--- config.mk ---
export PLATFORM = sky130hd
export DESIGN_NAME = wiscCore
export DESIGN_NICKNAME = d
export VERILOG_FILES = /design/src/hdl/wiscPkg.sv /design/src/hdl/execUnit.sv /design/src/hdl/instrDecode.sv /design/src/hdl/regFile.sv /design/src/hdl/resultStage.sv /design/src/hdl/wiscCore.sv
export SDC_FILE = /design/constraint.sdc
export NUM_CORES = 1
export LEC_CHECK = 0
export BUFFER_PORTS_ARGS = -buffer_cell sky130_fd_sc_hd__buf_2
export CAP_MARGIN = 20
export CORE_MARGIN = 2
export CORE_UTILIZATION = 55
export CTS_BUF_LIST = sky130_fd_sc_hd__clkbuf_16
export DETAILED_ROUTE_END_ITERATION = 10
export GPL_TIMING_DRIVEN = 0
export MAX_ROUTING_LAYER = met4
export PLACE_DENSITY = 0.72
export SLEW_MARGIN = 10
export SYNTH_ARGS = -nofsm -noshare
export SYNTH_HDL_FRONTEND = slang
export SYNTH_HIERARCHICAL = 1
export SYNTH_SLANG_ARGS = --single-unit
--- constraint.sdc ---
create_clock -name clk -period 4.2 [get_ports clk]
set_input_delay 0.63 -clock clk [delete_from_list [all_inputs] [get_ports clk]]
set_output_delay 0.63 -clock clk [all_outputs]
set_load 0.02 [all_outputs]
--- src/hdl/wiscPkg.sv ---
package wiscPkg;

  typedef logic [15:0] wordT;
  typedef logic [2:0]  regIdxT;

  // the link register receives PC+2 on JAL, JALR and SIIC.
  localparam regIdxT linkReg = 3'd7;

  // ----------------------------------------
  // opcode map, instr[15:11]
  // ----------------------------------------
  typedef enum logic [4:0] {
    opHalt   = 5'b00000,
    opNop    = 5'b00001,
    opSiic   = 5'b00010,
    opRti    = 5'b00011,
    opJ      = 5'b00100,
    opJr     = 5'b00101,
    opJal    = 5'b00110,
    opJalr   = 5'b00111,
    opAddi   = 5'b01000,
    opSubi   = 5'b01001,
    opXori   = 5'b01010,
    opAndni  = 5'b01011,
    opBeqz   = 5'b01100,
    opBnez   = 5'b01101,
    opBltz   = 5'b01110,
    opBgez   = 5'b01111,
    opSt     = 5'b10000,
    opLd     = 5'b10001,
    opSlbi   = 5'b10010,
    opStu    = 5'b10011,
    opRoli   = 5'b10100,
    opSlli   = 5'b10101,
    opRori   = 5'b10110,
    opSrli   = 5'b10111,
    opLbi    = 5'b11000,
    opBtr    = 5'b11001,
    opAluR   = 5'b11010,
    opShiftR = 5'b11011,
    opSeq    = 5'b11100,
    opSlt    = 5'b11101,
    opSle    = 5'b11110,
    opSco    = 5'b11111
  } opcodeT;

  // the low two bits of each group line up with instr[12:11] or FUNC.
  typedef enum logic [3:0] {
    aluAdd   = 4'h0,
    aluSub   = 4'h1,
    aluXor   = 4'h2,
    aluAndn  = 4'h3,
    aluRol   = 4'h4,
    aluSll   = 4'h5,
    aluRor   = 4'h6,
    aluSrl   = 4'h7,
    aluSeq   = 4'h8,
    aluSlt   = 4'h9,
    aluSle   = 4'ha,
    aluSco   = 4'hb,
    aluPassB = 4'hc,
    aluSlbi  = 4'hd,
    aluBtr   = 4'he
  } aluOpT;

  typedef enum logic [1:0] {
    pcSeq    = 2'd0,
    pcBranch = 2'd1,
    pcJump   = 2'd2,
    pcVector = 2'd3
  } nextPcT;

  // ----------------------------------------
  // stage payloads
  // ----------------------------------------
  typedef struct packed {
    logic       valid;
    wordT       pc;
    wordT       opA;
    wordT       opB;
    wordT       imm;
    logic       useImm;
    aluOpT      aluOp;
    nextPcT     nextPc;
    logic [1:0] brCond;
    logic       jumpReg;
    logic       memRead;
    logic       memWrite;
    logic       regWrite;
    logic       linkWrite;
    regIdxT     rd;
    logic       halt;
    logic       stuWrite;
    wordT       storeData;
  } decodeT;

  typedef struct packed {
    logic   valid;
    wordT   result;
    wordT   storeData;
    logic   memRead;
    logic   memWrite;
    logic   regWrite;
    regIdxT rd;
    wordT   newPc;
    logic   toVector;
    logic   halt;
  } execT;

endpackage

--- src/hdl/execUnit.sv ---
`timescale 1ns/100ps

module execUnit (
  input  logic            clk,
  input  logic            rstN,
  input  wiscPkg::decodeT deReg,
  output wiscPkg::execT   erReg
);
  import wiscPkg::*;

  wordT        aluA;
  wordT        aluB;
  wordT        aluOut;
  wordT        reversed;
  wordT        pcPlus2;
  wordT        jumpTarget;
  wordT        newPc;
  logic [3:0]  shAmt;
  logic [4:0]  shBack;
  logic [16:0] sumCarry;
  logic        taken;
  execT        exNext;

  assign aluA     = deReg.opA;
  assign aluB     = deReg.useImm ? deReg.imm : deReg.opB;
  assign shAmt    = aluB[3:0];
  assign shBack   = 5'd16 - {1'b0, shAmt};
  assign sumCarry = {1'b0, aluA} + {1'b0, aluB};

  always_comb begin
    for (int i = 0; i < 16; i++) begin
      reversed[i] = aluA[15 - i];
    end
  end

  // ----------------------------------------
  // ALU and shifter
  // ----------------------------------------
  always_comb begin
    case (deReg.aluOp)
      aluAdd:   aluOut = sumCarry[15:0];
      // subtract follows the ISA order, Rt or imm minus Rs.
      aluSub:   aluOut = aluB - aluA;
      aluXor:   aluOut = aluA ^ aluB;
      aluAndn:  aluOut = aluA & ~aluB;
      aluRol:   aluOut = (aluA << shAmt) | (aluA >> shBack);
      aluSll:   aluOut = aluA << shAmt;
      aluRor:   aluOut = (aluA >> shAmt) | (aluA << shBack);
      aluSrl:   aluOut = aluA >> shAmt;
      aluSeq:   aluOut = {15'b0, aluA == aluB};
      aluSlt:   aluOut = {15'b0, $signed(aluA) < $signed(aluB)};
      aluSle:   aluOut = {15'b0, $signed(aluA) <= $signed(aluB)};
      aluSco:   aluOut = {15'b0, sumCarry[16]};
      aluPassB: aluOut = aluB;
      aluSlbi:  aluOut = {aluA[7:0], 8'b0} | aluB;
      aluBtr:   aluOut = reversed;
      default:  aluOut = sumCarry[15:0];
    endcase
  end

  // ----------------------------------------
  // next pc
  // ----------------------------------------
  always_comb begin
    unique case (deReg.brCond)
      2'b00: taken = (aluA == '0);
      2'b01: taken = (aluA != '0);
      2'b10: taken = aluA[15];
      2'b11: taken = ~aluA[15];
    endcase
  end

  assign pcPlus2    = deReg.pc + 16'd2;
  assign jumpTarget = (deReg.jumpReg ? aluA : pcPlus2) + deReg.imm;

  // the SIIC vector itself is applied in the result stage.
  always_comb begin
    unique case (deReg.nextPc)
      pcSeq:    newPc = pcPlus2;
      pcBranch: newPc = taken ? jumpTarget : pcPlus2;
      pcJump:   newPc = jumpTarget;
      pcVector: newPc = pcPlus2;
    endcase
  end

  always_comb begin
    exNext           = '0;
    exNext.valid     = deReg.valid;
    exNext.result    = deReg.linkWrite ? pcPlus2 : aluOut;
    exNext.storeData = deReg.storeData;
    exNext.memRead   = deReg.memRead;
    exNext.memWrite  = deReg.memWrite;
    exNext.regWrite  = deReg.regWrite | deReg.stuWrite | deReg.linkWrite;
    exNext.rd        = deReg.rd;
    exNext.newPc     = newPc;
    exNext.toVector  = (deReg.nextPc == pcVector);
    exNext.halt      = deReg.halt;
  end

  always_ff @(posedge clk or negedge rstN) begin
    if (!rstN) begin
      erReg <= '0;
    end else begin
      erReg <= exNext;
    end
  end

endmodule

--- src/hdl/instrDecode.sv ---
`timescale 1ns/100ps

module instrDecode (
  input  logic             clk,
  input  logic             rstN,
  input  wiscPkg::wordT    instr,
  input  wiscPkg::wordT    pc,
  input  logic             retire,
  input  logic             halted,
  output wiscPkg::regIdxT  rsIdx,
  output wiscPkg::regIdxT  rtIdx,
  input  wiscPkg::wordT    rsData,
  input  wiscPkg::wordT    rtData,
  output wiscPkg::decodeT  deReg
);
  import wiscPkg::*;

  opcodeT opcode;
  logic   inFlight;
  logic   issue;
  logic   rForm;
  logic   rsDest;
  logic   linkDest;
  regIdxT rd;
  wordT   immS5;
  wordT   immZ5;
  wordT   immS8;
  wordT   immZ8;
  wordT   immS11;
  decodeT deNext;

  assign opcode = opcodeT'(instr[15:11]);

  // only one instruction is ever in flight, so issue waits for retire.
  assign issue = ~inFlight & ~halted;

  // ----------------------------------------
  // register fields
  // ----------------------------------------
  // BTR and the 11010..11111 group carry rd in bits 4:2.
  assign rForm    = (&instr[15:14]) & (|instr[13:11]);
  // LBI, SLBI and STU write back to the Rs field.
  assign rsDest   = ((&instr[15:14]) & ~(|instr[13:11])) |
                    (instr[15] & ~(|instr[14:13]) & instr[12]);
  // SIIC, JAL and JALR write the link register.
  assign linkDest = ~(|instr[15:14]) & instr[12] & (instr[13] | ~instr[11]);

  // RTI returns through R7, so it reads R7 in place of Rs.
  assign rsIdx = (opcode == opRti) ? linkReg : instr[10:8];
  assign rtIdx = instr[7:5];

  assign rd = linkDest ? linkReg     :
              rsDest   ? instr[10:8] :
              rForm    ? instr[4:2]  : instr[7:5];

  assign immS5  = {{11{instr[4]}}, instr[4:0]};
  assign immZ5  = {11'b0, instr[4:0]};
  assign immS8  = {{8{instr[7]}}, instr[7:0]};
  assign immZ8  = {8'b0, instr[7:0]};
  assign immS11 = {{5{instr[10]}}, instr[10:0]};

  // ----------------------------------------
  // control decode
  // ----------------------------------------
  always_comb begin
    deNext           = '0;
    deNext.valid     = 1'b1;
    deNext.pc        = pc;
    deNext.opA       = rsData;
    deNext.opB       = rtData;
    deNext.storeData = rtData;
    deNext.imm       = immS5;
    deNext.aluOp     = aluAdd;
    deNext.nextPc    = pcSeq;
    deNext.brCond    = instr[12:11];
    deNext.rd        = rd;
    unique case (opcode)
      opHalt: deNext.halt = 1'b1;
      opNop: ;
      opSiic: begin
        deNext.linkWrite = 1'b1;
        deNext.nextPc    = pcVector;
      end
      opRti: begin
        deNext.nextPc  = pcJump;
        deNext.jumpReg = 1'b1;
        deNext.imm     = '0;
      end
      opJ, opJal: begin
        deNext.nextPc    = pcJump;
        deNext.imm       = immS11;
        deNext.linkWrite = instr[12];
      end
      opJr, opJalr: begin
        deNext.nextPc    = pcJump;
        deNext.jumpReg   = 1'b1;
        deNext.imm       = immS8;
        deNext.linkWrite = instr[12];
      end
      opAddi, opSubi, opXori, opAndni: begin
        deNext.regWrite = 1'b1;
        deNext.useImm   = 1'b1;
        deNext.aluOp    = aluOpT'({2'b00, instr[12:11]});
        // XORI and ANDNI take a zero-extended immediate.
        if (instr[12]) begin
          deNext.imm = immZ5;
        end
      end
      opBeqz, opBnez, opBltz, opBgez: begin
        deNext.nextPc = pcBranch;
        deNext.imm    = immS8;
      end
      opSt: begin
        deNext.memWrite = 1'b1;
        deNext.useImm   = 1'b1;
      end
      opLd: begin
        deNext.memRead  = 1'b1;
        deNext.regWrite = 1'b1;
        deNext.useImm   = 1'b1;
      end
      opSlbi: begin
        deNext.regWrite = 1'b1;
        deNext.useImm   = 1'b1;
        deNext.aluOp    = aluSlbi;
        deNext.imm      = immZ8;
      end
      opStu: begin
        deNext.memWrite = 1'b1;
        deNext.stuWrite = 1'b1;
        deNext.useImm   = 1'b1;
      end
      opRoli, opSlli, opRori, opSrli: begin
        deNext.regWrite = 1'b1;
        deNext.useImm   = 1'b1;
        deNext.aluOp    = aluOpT'({2'b01, instr[12:11]});
      end
      opLbi: begin
        deNext.regWrite = 1'b1;
        deNext.useImm   = 1'b1;
        deNext.aluOp    = aluPassB;
        deNext.imm      = immS8;
      end
      opBtr: begin
        deNext.regWrite = 1'b1;
        deNext.aluOp    = aluBtr;
      end
      opAluR, opShiftR: begin
        deNext.regWrite = 1'b1;
        deNext.aluOp    = aluOpT'({1'b0, instr[11], instr[1:0]});
      end
      opSeq, opSlt, opSle, opSco: begin
        deNext.regWrite = 1'b1;
        deNext.aluOp    = aluOpT'({2'b10, instr[12:11]});
      end
    endcase
  end

  always_ff @(posedge clk or negedge rstN) begin
    if (!rstN) begin
      inFlight <= 1'b0;
      deReg    <= '0;
    end else begin
      if (issue) begin
        inFlight <= 1'b1;
      end else if (retire) begin
        inFlight <= 1'b0;
      end
      if (issue) begin
        deReg <= deNext;
      end else begin
        deReg.valid <= 1'b0;
      end
    end
  end

endmodule

--- src/hdl/regFile.sv ---
`timescale 1ns/100ps

module regFile (
  input  logic            clk,
  input  logic            rstN,
  input  wiscPkg::regIdxT rsIdx,
  input  wiscPkg::regIdxT rtIdx,
  output wiscPkg::wordT   rsData,
  output wiscPkg::wordT   rtData,
  input  logic            wrEn,
  input  wiscPkg::regIdxT wrIdx,
  input  wiscPkg::wordT   wrData
);
  import wiscPkg::*;

  wordT regs [8];

  // writes land at the end of the retire cycle, and the next read
  // happens at a later issue, so no bypass is needed.
  always_ff @(posedge clk or negedge rstN) begin
    if (!rstN) begin
      for (int i = 0; i < 8; i++) begin
        regs[i] <= '0;
      end
    end else if (wrEn) begin
      regs[wrIdx] <= wrData;
    end
  end

  assign rsData = regs[rsIdx];
  assign rtData = regs[rtIdx];

endmodule

--- src/hdl/resultStage.sv ---
`timescale 1ns/100ps

module resultStage #(
  parameter wiscPkg::wordT resetPc    = 16'h0000,
  parameter wiscPkg::wordT siicVector = 16'h0002
) (
  input  logic            clk,
  input  logic            rstN,
  input  wiscPkg::execT   erReg,
  output wiscPkg::wordT   memAddr,
  output wiscPkg::wordT   memWdata,
  output logic            memRe,
  output logic            memWe,
  input  wiscPkg::wordT   memRdata,
  output logic            wrEn,
  output wiscPkg::regIdxT wrIdx,
  output wiscPkg::wordT   wrData,
  output wiscPkg::wordT   pc,
  output logic            retire,
  output logic            halted
);
  import wiscPkg::*;

  wordT pcNext;

  // ----------------------------------------
  // memory and writeback
  // ----------------------------------------
  assign memAddr  = erReg.result;
  assign memWdata = erReg.storeData;
  assign memRe    = erReg.valid & erReg.memRead;
  assign memWe    = erReg.valid & erReg.memWrite;

  // STU writes its computed address back, which is already the result.
  assign wrEn   = erReg.valid & erReg.regWrite;
  assign wrIdx  = erReg.rd;
  assign wrData = erReg.memRead ? memRdata : erReg.result;

  assign retire = erReg.valid;

  // ----------------------------------------
  // pc and halt
  // ----------------------------------------
  assign pcNext = erReg.toVector ? siicVector : erReg.newPc;

  always_ff @(posedge clk or negedge rstN) begin
    if (!rstN) begin
      pc     <= resetPc;
      halted <= 1'b0;
    end else if (erReg.valid) begin
      pc <= pcNext;
      if (erReg.halt) begin
        halted <= 1'b1;
      end
    end
  end

endmodule

--- src/hdl/wiscCore.sv ---
`timescale 1ns/100ps

module wiscCore #(
  parameter wiscPkg::wordT resetPc    = 16'h0000,
  parameter wiscPkg::wordT siicVector = 16'h0002
) (
  input  logic          clk,
  input  logic          rstN,
  output wiscPkg::wordT pc,
  input  wiscPkg::wordT instr,
  output wiscPkg::wordT memAddr,
  output wiscPkg::wordT memWdata,
  output logic          memRe,
  output logic          memWe,
  input  wiscPkg::wordT memRdata,
  output logic          retire,
  output logic          halted
);
  import wiscPkg::*;

  regIdxT rsIdx;
  regIdxT rtIdx;
  wordT   rsData;
  wordT   rtData;
  decodeT deReg;
  execT   erReg;
  logic   wrEn;
  regIdxT wrIdx;
  wordT   wrData;

  instrDecode instrDecode_inst (
    .clk    (clk),
    .rstN   (rstN),
    .instr  (instr),
    .pc     (pc),
    .retire (retire),
    .halted (halted),
    .rsIdx  (rsIdx),
    .rtIdx  (rtIdx),
    .rsData (rsData),
    .rtData (rtData),
    .deReg  (deReg)
  );

  regFile regFile_inst (
    .clk    (clk),
    .rstN   (rstN),
    .rsIdx  (rsIdx),
    .rtIdx  (rtIdx),
    .rsData (rsData),
    .rtData (rtData),
    .wrEn   (wrEn),
    .wrIdx  (wrIdx),
    .wrData (wrData)
  );

  execUnit execUnit_inst (
    .clk   (clk),
    .rstN  (rstN),
    .deReg (deReg),
    .erReg (erReg)
  );

  resultStage #(
    .resetPc    (resetPc),
    .siicVector (siicVector)
  ) resultStage_inst (
    .clk      (clk),
    .rstN     (rstN),
    .erReg    (erReg),
    .memAddr  (memAddr),
    .memWdata (memWdata),
    .memRe    (memRe),
    .memWe    (memWe),
    .memRdata (memRdata),
    .wrEn     (wrEn),
    .wrIdx    (wrIdx),
    .wrData   (wrData),
    .pc       (pc),
    .retire   (retire),
    .halted   (halted)
  );

endmodule

# ---- Word-level counts from Yosys, hierarchy flattened
# Index checks and enable logic that the tools add are counted.
dict set report totals {
  ff_bits 287
  in_bits 34
  output_inout_bits 52
}
dict set report classes {
  addsub 5
  order_cmp 6
  eq_ne 51
  shifts 4
  n_mux 37
  bitwise 30
  reduce_logical 26
}
# cell n
set op_table {}
lappend op_table {{$pmux W16 S14} 1}
lappend op_table {{$mux W16} 12}
lappend op_table {{$bwmux W128} 1}
lappend op_table {{$bmux W16 S3} 2}
lappend op_table {{$eq A5 B5 Y1 const B} 16}
lappend op_table {{$pmux W16 S5} 1}
lappend op_table {{$demux W16 S3} 1}
lappend op_table {{$or A16 B16 Y16} 3}
lappend op_table {{$pmux W16 S3} 1}
lappend op_table {{$eq A5 B4 Y1 const B} 8}
lappend op_table {{$eq A4 B4 Y1 const B} 7}
lappend op_table {{$pmux W4 S7} 1}
lappend op_table {{$eq A5 B3 Y1 const B} 4}
lappend op_table {{$reduce_or A4 Y1} 5}
lappend op_table {{$reduce_or A18 Y1} 1}
lappend op_table {{$add A16 B16 Y17} 1}
lappend op_table {{$add A16 B16 Y16} 1}
lappend op_table {{$add A16 B2 Y16 const B} 1}
lappend op_table {{$and A16 B16 Y16} 1}
lappend op_table {{$eq A16 B16 Y1} 1}
lappend op_table {{$eq A4 B3 Y1 const B} 4}
lappend op_table {{$le A16 B16 Y1} 1}
lappend op_table {{$logic_not A16 Y1} 1}
lappend op_table {{$lt A16 B16 Y1} 1}
lappend op_table {{other kinds (35)} 83}

# ---- Logic depth before layout (Yosys ltp)
dict set report depth {
  depth_word 7
  ltp_mapped 16
  ltp_nobuf 14
}

# ---- Hierarchy
# Netlist, hierarchy kept.
# mod instances cells_per_inst area_each_um2 seq_area_each_um2
set modules_own_cells {}
lappend modules_own_cells {execUnit 1 1093 8473.1 1426.4}
lappend modules_own_cells {regFile 1 393 7000.5 3203.1}
lappend modules_own_cells {instrDecode 1 419 3701.0 2001.9}
lappend modules_own_cells {resultStage 1 125 1238.7 425.4}

# ---- Worst setup path before layout
# OpenSTA, ideal clock, no wires.
dict set report synth_timing {
  path_type {reg-to-reg}
  startpoint {register, netlist name instrDecode_inst/deReg[34]}
  endpoint {register, netlist name execUnit_inst/erReg[54]}
  setup_time_ns 0.111
  t_arrival_ns 3.666
  t_required_ns 4.089
  slack_ns 0.423
  path_stages_with_launch 15
  n_path_buf 6
  cell_sequence {dfrtp_1 -> buf_6 -> buf_2 -> mux2i_4 -> clkbuf_1 -> buf_2 -> ha_1 -> buf_1 -> xnor2_2 -> buf_4 -> mux4_2 -> a21oi_1 -> o21ai_0 -> and3_1 -> a222oi_1}
}

==> results_dict.tcl <==
set metrics [dict create \
    power.switching_mw 11.2 \
    power_frac_seq_pct 23.0 \
    synth-edff-count 0 \
    rr_worst_depth 15 \
    synthAdderAreaFrac_pct 4.46 \
    syn-instance-count 2030 \
    synth_top_area_share_pct 34.6 \
    grt_max_degree 116 \
    drcViolationCount 0 \
    num_io_pins 86 \
    antenna_found_initial 5 \
    busiest_layer "met2" \
    yosys.area.top_type "dfrtp_1" \
    clkPwrFrac_pct 11.8 \
    dpl_worst_slack_ns -1.63 \
    vias_per_cell 6.69 \
    crit_family "compound AO/OA/AOI/OAI gates" \
    crit_path_start_kind "register" \
    grt_overflow 0 \
    hold_viol 0 \
    core_um2 36600 \
    ys_seq_area_share_pct 34.6 \
    grt_usage_pct 40.4 \
    grt_pass1_vias 17200 \
    portBuffers 85 \
    critPathKind "register to register" \
    crit_top_cell "buf_6" \
    final_cell_area_um2 22700 \
    avgRoutedWirePerCell_um 28.6 \
    syn_area_um2 20400 \
    path_cells "buf_6 -> mux2i_4 -> buf_8 -> buf_6 -> ha_4 -> clkinvlp_4 -> fa_2 -> a211o_1 -> o211ai_1 -> a211oi_2 -> nor3_2 -> o31ai_1 -> xnor2_1 -> nand2_1 -> a222oi_1" \
    min_path_type "input pin to async pin" \
    cp_slowest_stage_delay_ns 0.73 \
    pwr_density_cell_nw_per_um2 970 \
    instances_no_fill 2649 \
    dp_hpwl_um 56800 \
    cpMaxStageDelayCell "a222oi_1" \
    grt_pass1_wl_um 112000 \
    finalClockSkew_ns 0.0450 \
    power_frac_comb_pct 65.2 \
    ys_types 103 \
    grtUsageMet3_pct 6.37 \
    max_freq_ghz 0.238 \
    clk_pin_slew_worst_paths_ns 0.06 \
    cts_root_buf "clkbuf_16" \
    ys_ff_latch 282 \
    postCtsHoldBufs 0 \
    drt-total-wl_um 75700 \
    rows 70 \
    grtUsageMet1_pct 53.1 \
    dpl.cell_count 2588 \
    synth_area_leaders "dfrtp_1 (35%), mux2_2 (10%), mux4_1 (7.2%), nand2_1 (5.2%), ha_1 (4.2%)" \
    path_max_fanout 11 \
    synth_xor_area_share_pct 1.93 \
    postRouteAntennaNets 0 \
    cts_tree "built" \
    maxSlewViolCount 0 \
    drtIter0Drc 2351 \
    clock_sinks 282 \
    synth_top_family_by_area "multiplexers" \
    setup_ws_ns -0.00744 \
    cts_buffers 30 \
    syn_nets 2135 \
    h-tree-depth 1 \
    critical_path_cell_count 15 \
    finalSetupViolations 1 \
    period_share_pct 100 \
    status "complete, but fails checks" \
    crit_required_ns 4.61 \
    rr_startpoint "instrDecode_inst/deReg[34]" \
    crit_buf_inv 4 \
    violations "setup timing" \
    clk-insertion-delay-late_ns 0.61 \
    p_leak_nw 10.6 \
    nets 2258 \
    start_util_pct 55.8 \
    avgSynthCellArea_um2 10.1 \
    dieHeight_um 197 \
    clockBufferDepth 3 \
    synth_compound_area_share_pct 13.7 \
    swShare_pct 50.9 \
    drive_gt1_share_pct 25.4 \
    ir_worst_vdd_uv 449 \
    dieArea_um2 38700 \
    yosys_warnings 6 \
    worst_pin_slew_ns 1.27 \
    dominantRegCellSynth "dfrtp_1" \
    internal_power_mw 10.8 \
    cap_viol_max_count 0 \
    synth.mux.area_fraction_pct 24.1 \
    critPathCaptureType "register" \
    fin_crit_ns 4.21 \
    placed_cell_area_um2 21500 \
    crit_start "instrDecode_inst/deReg[34]" \
    routabilityCongestion 1.08 \
    area_growth_pct 11.4 \
    slew_headroom_pct 15.6 \
    drt_first_pass_iters 7 \
    gr-usage-met2_pct 61.4 \
    fin_hold_ws_ns 0.00335 \
    async_reset_ff_share_pct 100 \
    cp.arrival_ns 4.62 \
    via_count 17700 \
    synthSimpleGateAreaFrac_pct 14.2 \
    die_width_um 197 \
]
sequential cells by signal, summed over array words and instances, names as in the netlist:
name                       count
instrDecode_inst/deReg        79
resultStage_inst/pc           16
execUnit_inst/erReg           57
regFile_inst/regs            128
resultStage_inst/halted        1
instrDecode_inst/inFlight      1
path summary, 6_finish.rpt:
| path | endpoint | slack, ns |
|---|---|---|
| max reg2reg | execUnit_inst/erReg[54] | -0.007 |
| max | execUnit_inst/erReg[54] | -0.007 |
| min reg2reg | execUnit_inst/erReg[56] | 0.38 |
| min in group clk | instrDecode_inst/deReg[36] | 0.36 |
| min | instrDecode_inst/inFlight | 0.003 |
| max in group asynchronous | regFile_inst/regs[51] | 3.30 |
Yosys cell counts, drive strengths merged, types with 11 or more instances:
library cell	instances
a22oi	19
nand2	281
a31oi	18
nand3	37
nor2	110
a211oi	28
or3	11
nor2b	22
xor2	23
mux4	73
nor3	25
o211ai	13
xnor2	19
nor4	13
nand2b	24
dfrtp	282
clkbuf	55
ha	68
buf	133
a21oi	86
inv	80
mux2	190
nand3b	15
a221oi	13
and2	13
o21ai	83
o22ai	31
mux2i	84
cell usage in the layout, fill, tap and decap left out, drive strengths merged, types with 9 or more instances in the layout:
| cell | instances |
|---|---|
| a211oi | 28 |
| a21oi | 86 |
| a221oi | 13 |
| a22oi | 19 |
| a31oi | 18 |
| and2 | 13 |
| buf | 228 |
| clkbuf | 81 |
| clkinv | 16 |
| dfrtp | 282 |
| ha | 68 |
| inv | 86 |
| mux2 | 190 |
| mux2i | 84 |
| mux4 | 73 |
| nand2 | 281 |
| nand2b | 24 |
| nand3 | 37 |
| nand3b | 15 |
| nand4 | 9 |
| nor2 | 110 |
| nor2b | 22 |
| nor3 | 25 |
| nor4 | 13 |
| o211ai | 13 |
| o21a | 9 |
| o21ai | 83 |
| o22ai | 31 |
| o31ai | 9 |
| or2 | 9 |
| or3 | 11 |
| xnor2 | 19 |
| xor2 | 23 |
area by class of cell:
type                            instances  area, um^2
Timing Repair Buffer                   99         578
Buffer                                180        1160
Multi-Input combinational cell       1479       12100
Fill cell                            2997       13900
Clock inverter                         26         223
Inverter                               81         315
Antenna cell                            4        10.0
Clock buffer                           30         751
Tap cell                              468         586
Sequential cell                       282        7060
kinds of logic after synthesis:
group	count (synthesis)
fa+ha+maj	71
compound gates	412
mux	347
xor+xnor	42
buf+inv	269
simple gates	607
flops	282
timing repair:
item                       in CTS  in global routing
pin swaps                       1                  5
setup endpoints to repair      16                  5
gates cloned                    0                  0
buffers inserted                4                  5
gates resized for setup        40                 18
metrics by stage:
stage          power [mW]  util, %   TNS, ns
2_1_floorplan        13.9        -         0
3_3_place_gp         18.4     58.5   -702.17
3_5_place_dp         18.5     58.8    -18.34
4_1_cts              21.5     61.8         0
5_1_grt              23.1     62.1   -0.0355
6_report             22.1     62.1  -0.00744
routing by layer:
metal	vias to the layer above	wire length (um)
met2	1053	34300
met3	232	7120
met5	-	0
met1	8772	30000
met4	0	4250
li1	7675	-
power by group through the flow:
stage | Clock [mW] | Combinational, mW | Sequential [mW]
after global placement | 0 | 13.4 | 4.96
after floorplan | 0 | 9.30 | 4.57
after CTS | 2.63 | 13.8 | 5.03
after global routing | 2.75 | 15.1 | 5.18
after detailed placement | 0 | 13.5 | 5.04
final | 2.60 | 14.4 | 5.08
Note: power is estimated with default switching activity, not from simulation.
